`config.mk`:
```
export PLATFORM = sky130hd
export DESIGN_NAME = cpu_mem_top
export DESIGN_NICKNAME = d
export VERILOG_FILES = /design/src/rtl/cpu_mem_pkg.sv /design/src/rtl/cache_bram.sv /design/src/rtl/cpu_bus_arbiter.sv /design/src/rtl/cpu_dcache.sv /design/src/rtl/cpu_icache.sv /design/src/rtl/cpu_mem_top.sv
export SDC_FILE = /design/constraint.sdc
export NUM_CORES = 2
export LEC_CHECK = 0
export BUFFER_PORTS_ARGS = -buffer_cell sky130_fd_sc_hd__buf_4
export CAP_MARGIN = 20
export CORE_ASPECT_RATIO = 0.5
export CORE_UTILIZATION = 58
export CTS_BUF_LIST = sky130_fd_sc_hd__clkbuf_8
export DETAILED_ROUTE_END_ITERATION = 10
export GPL_ROUTABILITY_DRIVEN = 0
export PLACE_DENSITY = 0.78
export SLEW_MARGIN = 0
export SYNTH_ARGS = -nofsm -noshare
export SYNTH_HDL_FRONTEND = slang
export SYNTH_SLANG_ARGS = --single-unit
```
`constraint.sdc`:
```
create_clock -name i_clock -period 6.4 [get_ports i_clock]
set_clock_uncertainty 0.05 [all_clocks]
set_input_delay 1.28 -clock i_clock [delete_from_list [all_inputs] [get_ports i_clock]]
set_output_delay 1.28 -clock i_clock [all_outputs]
set_load 0.05 [all_outputs]
```
`src/rtl/cpu_mem_pkg.sv`:
```
`default_nettype none

package cpu_mem_pkg;

	// ==========================================================================
	// Widths
	// ==========================================================================
	typedef logic [31:0] word_t;
	typedef logic [31:0] addr_t;
	typedef logic [63:0] entry_t;

	// Entry layout: data on top, word address, dirty, valid
	localparam int ENTRY_VALID_BIT = 0;
	localparam int ENTRY_DIRTY_BIT = 1;
	localparam int ENTRY_ADDR_LSB  = 2;
	localparam int ENTRY_DATA_LSB  = 32;

	// Written everywhere by the sweep after reset
	localparam entry_t ENTRY_INVALID = '0;

	function automatic entry_t make_entry(word_t data, addr_t address, logic dirty);
		entry_t e;
		e = '0;
		e[ENTRY_DATA_LSB +: 32] = data;
		e[31:ENTRY_ADDR_LSB] = address[31:2];
		e[ENTRY_DIRTY_BIT] = dirty;
		e[ENTRY_VALID_BIT] = 1'b1;
		return e;
	endfunction

	function automatic word_t entry_data(entry_t e);
		return e[ENTRY_DATA_LSB +: 32];
	endfunction

	function automatic addr_t entry_address(entry_t e);
		return {e[31:ENTRY_ADDR_LSB], 2'b00};
	endfunction

endpackage

`default_nettype wire

```
`src/rtl/cache_bram.sv`:
```
`default_nettype none

module cache_bram import cpu_mem_pkg::*; #(
	parameter int WIDTH      = $bits(entry_t),
	parameter int DEPTH_BITS = 4
) (
	input  wire                  i_clock,
	input  wire                  i_we,
	input  wire [DEPTH_BITS-1:0] i_address,
	input  wire entry_t          i_wdata,
	output entry_t               o_rdata
);

	logic [WIDTH-1:0] mem [0:(1 << DEPTH_BITS) - 1];

	// Registered read, a write shows up on the output the next cycle
	always_ff @(posedge i_clock) begin
		if (i_we) begin
			mem[i_address] <= i_wdata;
			o_rdata <= i_wdata;
		end else begin
			o_rdata <= mem[i_address];
		end
	end

endmodule

`default_nettype wire

```
`src/rtl/cpu_bus_arbiter.sv`:
```
`default_nettype none

module cpu_bus_arbiter import cpu_mem_pkg::*; (
	input  wire         i_clock,
	input  wire         i_rst,

	// Data cache port
	input  wire         i_d_request,
	input  wire         i_d_rw,
	input  wire addr_t  i_d_address,
	input  wire word_t  i_d_wdata,
	output logic        o_d_ready,

	// Instruction cache port
	input  wire         i_i_request,
	input  wire addr_t  i_i_address,
	output logic        o_i_ready,

	// Memory bus
	output logic        o_bus_request,
	output logic        o_bus_rw,
	output addr_t       o_bus_address,
	output word_t       o_bus_wdata,
	input  wire         i_bus_ready
);

	typedef enum logic [1:0] {
		OWN_NONE,
		OWN_DATA,
		OWN_INST
	} owner_t;

	owner_t owner;
	owner_t grant;

	// Owner keeps the bus while its request holds, so a chained
	// write-back and refill cannot be split
	always_comb begin
		if (owner == OWN_DATA && i_d_request) begin
			grant = OWN_DATA;
		end else if (owner == OWN_INST && i_i_request) begin
			grant = OWN_INST;
		end else if (i_d_request) begin
			grant = OWN_DATA;
		end else if (i_i_request) begin
			grant = OWN_INST;
		end else begin
			grant = OWN_NONE;
		end
	end

	always_ff @(posedge i_clock) begin
		if (i_rst) begin
			owner <= OWN_NONE;
		end else begin
			owner <= grant;
		end
	end

	// Instruction side only ever reads
	assign o_bus_request = (grant != OWN_NONE);
	assign o_bus_rw      = (grant == OWN_DATA) ? i_d_rw : 1'b0;
	assign o_bus_address = (grant == OWN_INST) ? i_i_address : i_d_address;
	assign o_bus_wdata   = (grant == OWN_DATA) ? i_d_wdata : '0;

	assign o_d_ready = i_bus_ready && (grant == OWN_DATA);
	assign o_i_ready = i_bus_ready && (grant == OWN_INST);

endmodule

`default_nettype wire

```
`src/rtl/cpu_dcache.sv`:
```
`default_nettype none

module cpu_dcache import cpu_mem_pkg::*; #(
	parameter int INDEX_BITS = 4
) (
	input  wire         i_clock,
	input  wire         i_rst,

	// CPU side
	input  wire         i_request,
	input  wire         i_rw,
	input  wire         i_flush,
	input  wire         i_cacheable,
	input  wire addr_t  i_address,
	input  wire word_t  i_wdata,
	output logic        o_ready,
	output word_t       o_rdata,

	// Bus side
	output logic        o_bus_request,
	output logic        o_bus_rw,
	output addr_t       o_bus_address,
	output word_t       o_bus_wdata,
	input  wire word_t  i_bus_rdata,
	input  wire         i_bus_ready
);

	typedef enum logic [3:0] {
		ST_INITIALIZE,
		ST_IDLE,
		ST_FLUSH_SETUP,
		ST_FLUSH_CHECK,
		ST_FLUSH_WRITE,
		ST_PASS_THROUGH,
		ST_WRITE_SETUP,
		ST_WRITE_WAIT,
		ST_READ_SETUP,
		ST_READ_WB_WAIT,
		ST_READ_BUS_WAIT
	} state_t;

	state_t state;
	state_t next_state;

	// Shared by the init sweep and the flush walk, top bit marks the end of a flush
	logic [INDEX_BITS:0] sweep_index;
	logic [INDEX_BITS:0] next_sweep_index;

	logic                  cache_we;
	logic [INDEX_BITS-1:0] cache_address;
	entry_t                cache_wdata;
	entry_t                cache_rdata;

	cache_bram #(
		.WIDTH      ($bits(entry_t)),
		.DEPTH_BITS (INDEX_BITS)
	) bram0 (
		.i_clock   (i_clock),
		.i_we      (cache_we),
		.i_address (cache_address),
		.i_wdata   (cache_wdata),
		.o_rdata   (cache_rdata)
	);

	logic  entry_valid;
	logic  entry_dirty;
	addr_t entry_addr;
	word_t entry_word;
	logic  addr_match;

	assign entry_valid = cache_rdata[ENTRY_VALID_BIT];
	assign entry_dirty = cache_rdata[ENTRY_DIRTY_BIT];
	assign entry_addr  = entry_address(cache_rdata);
	assign entry_word  = entry_data(cache_rdata);
	assign addr_match  = (entry_addr[31:2] == i_address[31:2]);

	always_ff @(posedge i_clock) begin
		if (i_rst) begin
			state <= ST_INITIALIZE;
			sweep_index <= '0;
		end else begin
			state <= next_state;
			sweep_index <= next_sweep_index;
		end
	end

	always_comb begin
		next_state = state;
		next_sweep_index = sweep_index;
		cache_we = 1'b0;
		cache_address = i_address[INDEX_BITS+1:2];
		cache_wdata = ENTRY_INVALID;
		o_ready = 1'b0;
		o_rdata = '0;
		o_bus_request = 1'b0;
		o_bus_rw = 1'b0;
		o_bus_address = '0;
		o_bus_wdata = '0;

		case (state)
			// ==================================================================
			// Init sweep and dispatch
			// ==================================================================
			ST_INITIALIZE: begin
				cache_we = 1'b1;
				cache_address = sweep_index[INDEX_BITS-1:0];
				if (sweep_index[INDEX_BITS-1:0] == '1) begin
					next_sweep_index = '0;
					next_state = ST_IDLE;
				end else begin
					next_sweep_index = sweep_index + 1'b1;
				end
			end

			ST_IDLE: begin
				if (i_request) begin
					if (i_flush) begin
						next_sweep_index = '0;
						next_state = ST_FLUSH_SETUP;
					end else if (!i_cacheable) begin
						next_state = ST_PASS_THROUGH;
					end else if (i_rw) begin
						next_state = ST_WRITE_SETUP;
					end else begin
						next_state = ST_READ_SETUP;
					end
				end
			end

			// ==================================================================
			// Flush, one index at a time
			// ==================================================================
			ST_FLUSH_SETUP: begin
				cache_address = sweep_index[INDEX_BITS-1:0];
				if (sweep_index[INDEX_BITS]) begin
					o_ready = 1'b1;
					next_sweep_index = '0;
					next_state = ST_IDLE;
				end else begin
					next_state = ST_FLUSH_CHECK;
				end
			end

			ST_FLUSH_CHECK: begin
				cache_address = sweep_index[INDEX_BITS-1:0];
				if (entry_dirty) begin
					next_state = ST_FLUSH_WRITE;
				end else begin
					next_sweep_index = sweep_index + 1'b1;
					next_state = ST_FLUSH_SETUP;
				end
			end

			ST_FLUSH_WRITE: begin
				cache_address = sweep_index[INDEX_BITS-1:0];
				o_bus_request = 1'b1;
				o_bus_rw = 1'b1;
				o_bus_address = entry_addr;
				o_bus_wdata = entry_word;
				if (i_bus_ready) begin
					// Line stays valid, only dirty drops
					cache_we = 1'b1;
					cache_wdata = make_entry(entry_word, entry_addr, 1'b0);
					next_sweep_index = sweep_index + 1'b1;
					next_state = ST_FLUSH_SETUP;
				end
			end

			// Uncached access goes straight to the bus
			ST_PASS_THROUGH: begin
				o_bus_request = 1'b1;
				o_bus_rw = i_rw;
				o_bus_address = i_address;
				o_bus_wdata = i_wdata;
				o_rdata = i_bus_rdata;
				if (i_bus_ready) begin
					o_ready = 1'b1;
					next_state = ST_IDLE;
				end
			end

			// ==================================================================
			// Cached write
			// ==================================================================
			ST_WRITE_SETUP: begin
				if (entry_dirty && !addr_match) begin
					next_state = ST_WRITE_WAIT;
				end else begin
					cache_we = 1'b1;
					cache_wdata = make_entry(i_wdata, i_address, 1'b1);
					o_ready = 1'b1;
					next_state = ST_IDLE;
				end
			end

			// Old line goes out before the new word lands
			ST_WRITE_WAIT: begin
				o_bus_request = 1'b1;
				o_bus_rw = 1'b1;
				o_bus_address = entry_addr;
				o_bus_wdata = entry_word;
				if (i_bus_ready) begin
					cache_we = 1'b1;
					cache_wdata = make_entry(i_wdata, i_address, 1'b1);
					o_ready = 1'b1;
					next_state = ST_IDLE;
				end
			end

			// ==================================================================
			// Cached read
			// ==================================================================
			ST_READ_SETUP: begin
				if (entry_valid && addr_match) begin
					o_rdata = entry_word;
					o_ready = 1'b1;
					next_state = ST_IDLE;
				end else if (entry_dirty) begin
					next_state = ST_READ_WB_WAIT;
				end else begin
					next_state = ST_READ_BUS_WAIT;
				end
			end

			ST_READ_WB_WAIT: begin
				o_bus_request = 1'b1;
				o_bus_rw = 1'b1;
				o_bus_address = entry_addr;
				o_bus_wdata = entry_word;
				if (i_bus_ready) begin
					// Chain the refill, request stays high
					o_bus_rw = 1'b0;
					o_bus_address = i_address;
					next_state = ST_READ_BUS_WAIT;
				end
			end

			ST_READ_BUS_WAIT: begin
				o_bus_request = 1'b1;
				o_bus_address = i_address;
				o_rdata = i_bus_rdata;
				if (i_bus_ready) begin
					cache_we = 1'b1;
					cache_wdata = make_entry(i_bus_rdata, i_address, 1'b0);
					o_ready = 1'b1;
					next_state = ST_IDLE;
				end
			end

			default: begin
				next_state = ST_INITIALIZE;
			end
		endcase
	end

endmodule

`default_nettype wire

```
`src/rtl/cpu_icache.sv`:
```
`default_nettype none

module cpu_icache import cpu_mem_pkg::*; #(
	parameter int INDEX_BITS = 4
) (
	input  wire         i_clock,
	input  wire         i_rst,

	// Fetch side
	input  wire         i_request,
	input  wire addr_t  i_address,
	output logic        o_ready,
	output word_t       o_rdata,

	// Bus side, reads only
	output logic        o_bus_request,
	output addr_t       o_bus_address,
	input  wire word_t  i_bus_rdata,
	input  wire         i_bus_ready
);

	typedef enum logic [1:0] {
		ST_INITIALIZE,
		ST_IDLE,
		ST_LOOKUP,
		ST_REFILL
	} state_t;

	state_t state;
	state_t next_state;

	logic [INDEX_BITS-1:0] sweep_index;
	logic [INDEX_BITS-1:0] next_sweep_index;

	logic                  cache_we;
	logic [INDEX_BITS-1:0] cache_address;
	entry_t                cache_wdata;
	entry_t                cache_rdata;

	cache_bram #(
		.WIDTH      ($bits(entry_t)),
		.DEPTH_BITS (INDEX_BITS)
	) bram0 (
		.i_clock   (i_clock),
		.i_we      (cache_we),
		.i_address (cache_address),
		.i_wdata   (cache_wdata),
		.o_rdata   (cache_rdata)
	);

	logic hit;

	// Full word address compare, the index bits match by construction
	assign hit = cache_rdata[ENTRY_VALID_BIT] &&
		(entry_address(cache_rdata) == {i_address[31:2], 2'b00});

	always_ff @(posedge i_clock) begin
		if (i_rst) begin
			state <= ST_INITIALIZE;
			sweep_index <= '0;
		end else begin
			state <= next_state;
			sweep_index <= next_sweep_index;
		end
	end

	always_comb begin
		next_state = state;
		next_sweep_index = sweep_index;
		cache_we = 1'b0;
		cache_address = i_address[INDEX_BITS+1:2];
		cache_wdata = ENTRY_INVALID;
		o_ready = 1'b0;
		o_rdata = '0;
		o_bus_request = 1'b0;
		o_bus_address = '0;

		case (state)
			ST_INITIALIZE: begin
				cache_we = 1'b1;
				cache_address = sweep_index;
				next_sweep_index = sweep_index + 1'b1;
				if (sweep_index == '1) begin
					next_state = ST_IDLE;
				end
			end

			ST_IDLE: begin
				if (i_request) begin
					next_state = ST_LOOKUP;
				end
			end

			// Entry for i_address is on the RAM output now
			ST_LOOKUP: begin
				if (hit) begin
					o_rdata = entry_data(cache_rdata);
					o_ready = 1'b1;
					next_state = ST_IDLE;
				end else begin
					next_state = ST_REFILL;
				end
			end

			ST_REFILL: begin
				o_bus_request = 1'b1;
				o_bus_address = i_address;
				o_rdata = i_bus_rdata;
				if (i_bus_ready) begin
					cache_we = 1'b1;
					cache_wdata = make_entry(i_bus_rdata, i_address, 1'b0);
					o_ready = 1'b1;
					next_state = ST_IDLE;
				end
			end

			default: begin
				next_state = ST_INITIALIZE;
			end
		endcase
	end

endmodule

`default_nettype wire

```
`src/rtl/cpu_mem_top.sv`:
```
`default_nettype none

module cpu_mem_top import cpu_mem_pkg::*; #(
	parameter int INDEX_BITS = 4
) (
	input  wire         i_clock,
	input  wire         i_rst,

	// Data port
	input  wire         i_d_request,
	input  wire         i_d_rw,
	input  wire         i_d_flush,
	input  wire         i_d_cacheable,
	input  wire addr_t  i_d_address,
	input  wire word_t  i_d_wdata,
	output word_t       o_d_rdata,
	output logic        o_d_ready,

	// Fetch port
	input  wire         i_f_request,
	input  wire addr_t  i_f_address,
	output word_t       o_f_rdata,
	output logic        o_f_ready,

	// Memory bus
	output logic        o_bus_request,
	output logic        o_bus_rw,
	output addr_t       o_bus_address,
	output word_t       o_bus_wdata,
	input  wire word_t  i_bus_rdata,
	input  wire         i_bus_ready
);

	// Data cache to arbiter
	logic  dc_bus_request;
	logic  dc_bus_rw;
	addr_t dc_bus_address;
	word_t dc_bus_wdata;
	logic  dc_bus_ready;

	// Instruction cache to arbiter
	logic  ic_bus_request;
	addr_t ic_bus_address;
	logic  ic_bus_ready;

	cpu_dcache #(.INDEX_BITS(INDEX_BITS)) dcache0 (
		.i_clock(i_clock), .i_rst(i_rst),
		.i_request(i_d_request), .i_rw(i_d_rw), .i_flush(i_d_flush),
		.i_cacheable(i_d_cacheable), .i_address(i_d_address), .i_wdata(i_d_wdata),
		.o_ready(o_d_ready), .o_rdata(o_d_rdata),
		.o_bus_request(dc_bus_request), .o_bus_rw(dc_bus_rw),
		.o_bus_address(dc_bus_address), .o_bus_wdata(dc_bus_wdata),
		.i_bus_rdata(i_bus_rdata), .i_bus_ready(dc_bus_ready)
	);

	cpu_icache #(.INDEX_BITS(INDEX_BITS)) icache0 (
		.i_clock(i_clock), .i_rst(i_rst),
		.i_request(i_f_request), .i_address(i_f_address),
		.o_ready(o_f_ready), .o_rdata(o_f_rdata),
		.o_bus_request(ic_bus_request), .o_bus_address(ic_bus_address),
		.i_bus_rdata(i_bus_rdata), .i_bus_ready(ic_bus_ready)
	);

	cpu_bus_arbiter arbiter0 (
		.i_clock(i_clock), .i_rst(i_rst),
		.i_d_request(dc_bus_request), .i_d_rw(dc_bus_rw),
		.i_d_address(dc_bus_address), .i_d_wdata(dc_bus_wdata), .o_d_ready(dc_bus_ready),
		.i_i_request(ic_bus_request), .i_i_address(ic_bus_address), .o_i_ready(ic_bus_ready),
		.o_bus_request(o_bus_request), .o_bus_rw(o_bus_rw),
		.o_bus_address(o_bus_address), .o_bus_wdata(o_bus_wdata),
		.i_bus_ready(i_bus_ready)
	);

endmodule

`default_nettype wire

```
==> reports/metrics.yaml <==
regArea_sq_um: 61500
grt_pass1_vias: 45700
cp.arrival_ps: 5030
die_h_um: 270
num-fill-cells: 8815
status: "finished, violations left"
worst_pin_slew_ps: 1130
areaGrowthSynthToFinish_pct: 13.2
p_per_area_nw_per_um2: 301
switching_share_pct: 24.8
antenna_found_initial: 13
drt-initial-drc-count: 6518
root_buffer: "clkbuf_8"
synth_seq_area_share_pct: 73.6
yosysWarnings: 0
synth_edf_count: 2032
drv_slew: 0
placed_area_sq_um: 89100
synth.largest_area_cell: "edfxtp_1"
layout_common_cells: "edfxtp_1 (2032), mux4_2 (496), buf_4 (435)"
end_kind: "primary output"
p_int_uw: 21500
cp_max_fo: 27
fp.dieW_um: 539
utilization_pct: 66.2
cts-buffers-inserted: 296
dieArea_sq_um: 146000
power_leakage_uw: 0.0334
synthCells: 4080
crit_chain: "buf_6 > nor2b_1 > a22oi_1 > o2111ai_1 > and3_1 > o2111ai_1 > nor3_1 > a31oi_1 > nor3_2 > or3_1 > buf_4"
yosys-top-cells-area: "edfxtp_1 (73%), mux4_2 (13%), mux2i_1 (1.7%), mux4_1 (1.4%), a22oi_1 (1.3%)"
grt_max_degree: 131
h-tree-depth: 5
start_util_pct: 58.5
netlist_area_sq_um: 83600
max_stage_delay_ps: 730
dp_hpwl_um: 124000
drc_errors: 4
routed_wl_um: 218000
num_vias: 45900
avgViaCountPerCell: 6.83
synth_cell_types: 81
grt.overflow.total: 0
antenna_left: 0
dr.pass1.iters: 11
violations: "design-rule violations"
num_rows: 98
ys_async_sr_fraction_pct: 0
rsz0062_at_grt: "no"
fin_area_sq_um: 94700
hold_viol_final: 0
synth-main-ff-cell: "edfxtp_1"
synth_area_per_cell_sq_um: 20.5
wl_per_cell_um: 32.3
cp-start-kind: "flip-flop"
p_switching_uw: 7080
required_ps: 5070
criticalPathCategory: "reg2out"
crit_top_cell: "o2111ai_1"
layout_commonest_cell: "edfxtp_1"
p_clk_share_pct: 33.0
cts_hold_buf: 0
ys_seq_elements: 2057
cts.reportedPaths.clkPinSlew_ps: 70
core_sq_um: 143000
cts_tree: "built"
clock_sinks: 2057
drive_gt1_share_pct: 30.2
slowest_stage: "dfxtp_4"
maxCapViolCount: 0
setup_viol: 0
grt_pass1_wl_um: 312000
hold_class: "reg2reg"
syn-num-nets: 4223
max_freq_mhz: 157
multi_input_area_sq_um: 20800
p_total_uw: 28500
pwr-share-comb_pct: 13.4
grt_use_total_pct: 29.9
numPortBuffers: 267
slew_headroom_pct: 24.5
clk_latency_ps: 1030
num_io_pins: 268
fin_crit_sh_pct: 99.4
fin_crit_ps: 6360
final_net_count: 4771
clock_path_buffers: 4
synth_top_area_share_pct: 73.0
seqPwrFrac_pct: 53.5
irDropWorstVdd_v: 0.000285
[repair_timing]
item	CTS	global route
resized for setup	9	3
pin swaps	1	0
endpoints found under the setup margin	84	59
setup buffers	13	12
[per-stage QoR]
step | hold WS (ps) | setup TNS (ps) | setup slack, ps | cells
floorplan | 412 | -503960 | -563 | 4080
global placement | 439 | 0 | 540 | 6193
detailed placement | 472 | 0 | 426 | 6203
CTS | 481 | 0 | 5.29 | 6702
global route | 509 | 0 | 17.5 | 6723
finish | 483 | 0 | 37.5 | 6726
[critical path: cells and delay by family (launching register included)]
family / cells / cell delay [ps]
buffers and inverters: 2 / 620
flip-flops: 1 / 730
AO/OA/AOI/OAI: 4 / 1490
AND/OR/NAND/NOR: 5 / 1160
[power groups by stage]
stage	combinational, uW	sequential [uW]	clock [uW]
3_5_place_dp	3550	15700	0
6_report	3830	15300	9430
5_1_grt	3970	15300	10100
3_3_place_gp	3510	15600	0
4_1_cts	3740	15300	9500
2_1_floorplan	2430	15600	0
[sequential cells by signal (all words and copies together), names as in the netlist, named ones only]
name / flops
arbiter0.owner: 2
dcache0.bram0.mem: 1024
dcache0.state: 4
dcache0.sweep_index: 5
icache0.bram0.mem: 1008
icache0.state: 2
icache0.sweep_index: 4
[cell type report]
cell class                      count  share of cell area (%)
Inverter                           86                   0.344
Timing Repair Buffer              499                    4.71
Clock buffer                      306                    4.45
Tap cell                         1900                    2.51
Multi-Input combinational cell   1688                    22.0
Clock inverter                    180                   0.960
Sequential cell                  2057                    65.0
Antenna cell                       10                  0.0264
[synthesized netlist by cell type (7+ instances only)]
master	count
edfxtp_1	2032
xor2_1	12
a22o_1	41
a22oi_1	148
mux4_1	45
nand3_1	19
ha_1	7
clkbuf_1	113
mux2_2	24
nand4_1	7
xnor2_1	65
o21ai_0	111
and3_1	72
nor2b_1	22
a32o_2	29
buf_4	14
nand2b_1	15
buf_6	16
nand2_1	109
a31oi_1	25
nor4_1	10
a221oi_1	14
dfxtp_1	25
nor2_1	113
mux4_2	496
a21oi_1	37
buf_1	26
mux2i_1	146
clkbuf_8	13
a211oi_1	12
inv_1	83
nor3_1	13
o22ai_1	10
buf_2	60
[per-layer routing]
layer	track usage (%)	vias to the layer above	routed length [um]
met2	46.6	3439	103000
met4	12.0	10	8540
met3	8.46	656	28800
li1	-	18200	-
met5	0	-	80
met1	40.3	23600	77300
[cell families (layout without fill, tap and decap cells)]
| kind of cell | count (synthesis) | count (layout) | synth area share, % |
|---|---|---|---|
| other cells | 0 | 10 | 0 |
| flops | 2057 | 2057 | 73.6 |
| fa+ha+maj | 7 | 7 | 0.105 |
| compound gates | 484 | 484 | 4.14 |
| buf+inv | 335 | 1071 | 2.07 |
| simple gates | 409 | 409 | 2.44 |
| xor+xnor | 77 | 77 | 0.807 |
| mux | 711 | 711 | 16.8 |
[final timing paths]
check	cells after the start	slack [ps]	to	startpoint
min	2	480	dcache0.sweep_index[1]	dcache0.sweep_index[1]
min reg2reg	2	480	dcache0.sweep_index[1]	dcache0.sweep_index[1]
max	11	40	o_d_ready	flip-flop
max reg2reg	12	970	dcache0.bram0.mem[7][20]	flip-flop
Power figures use the tool's default switching activity.
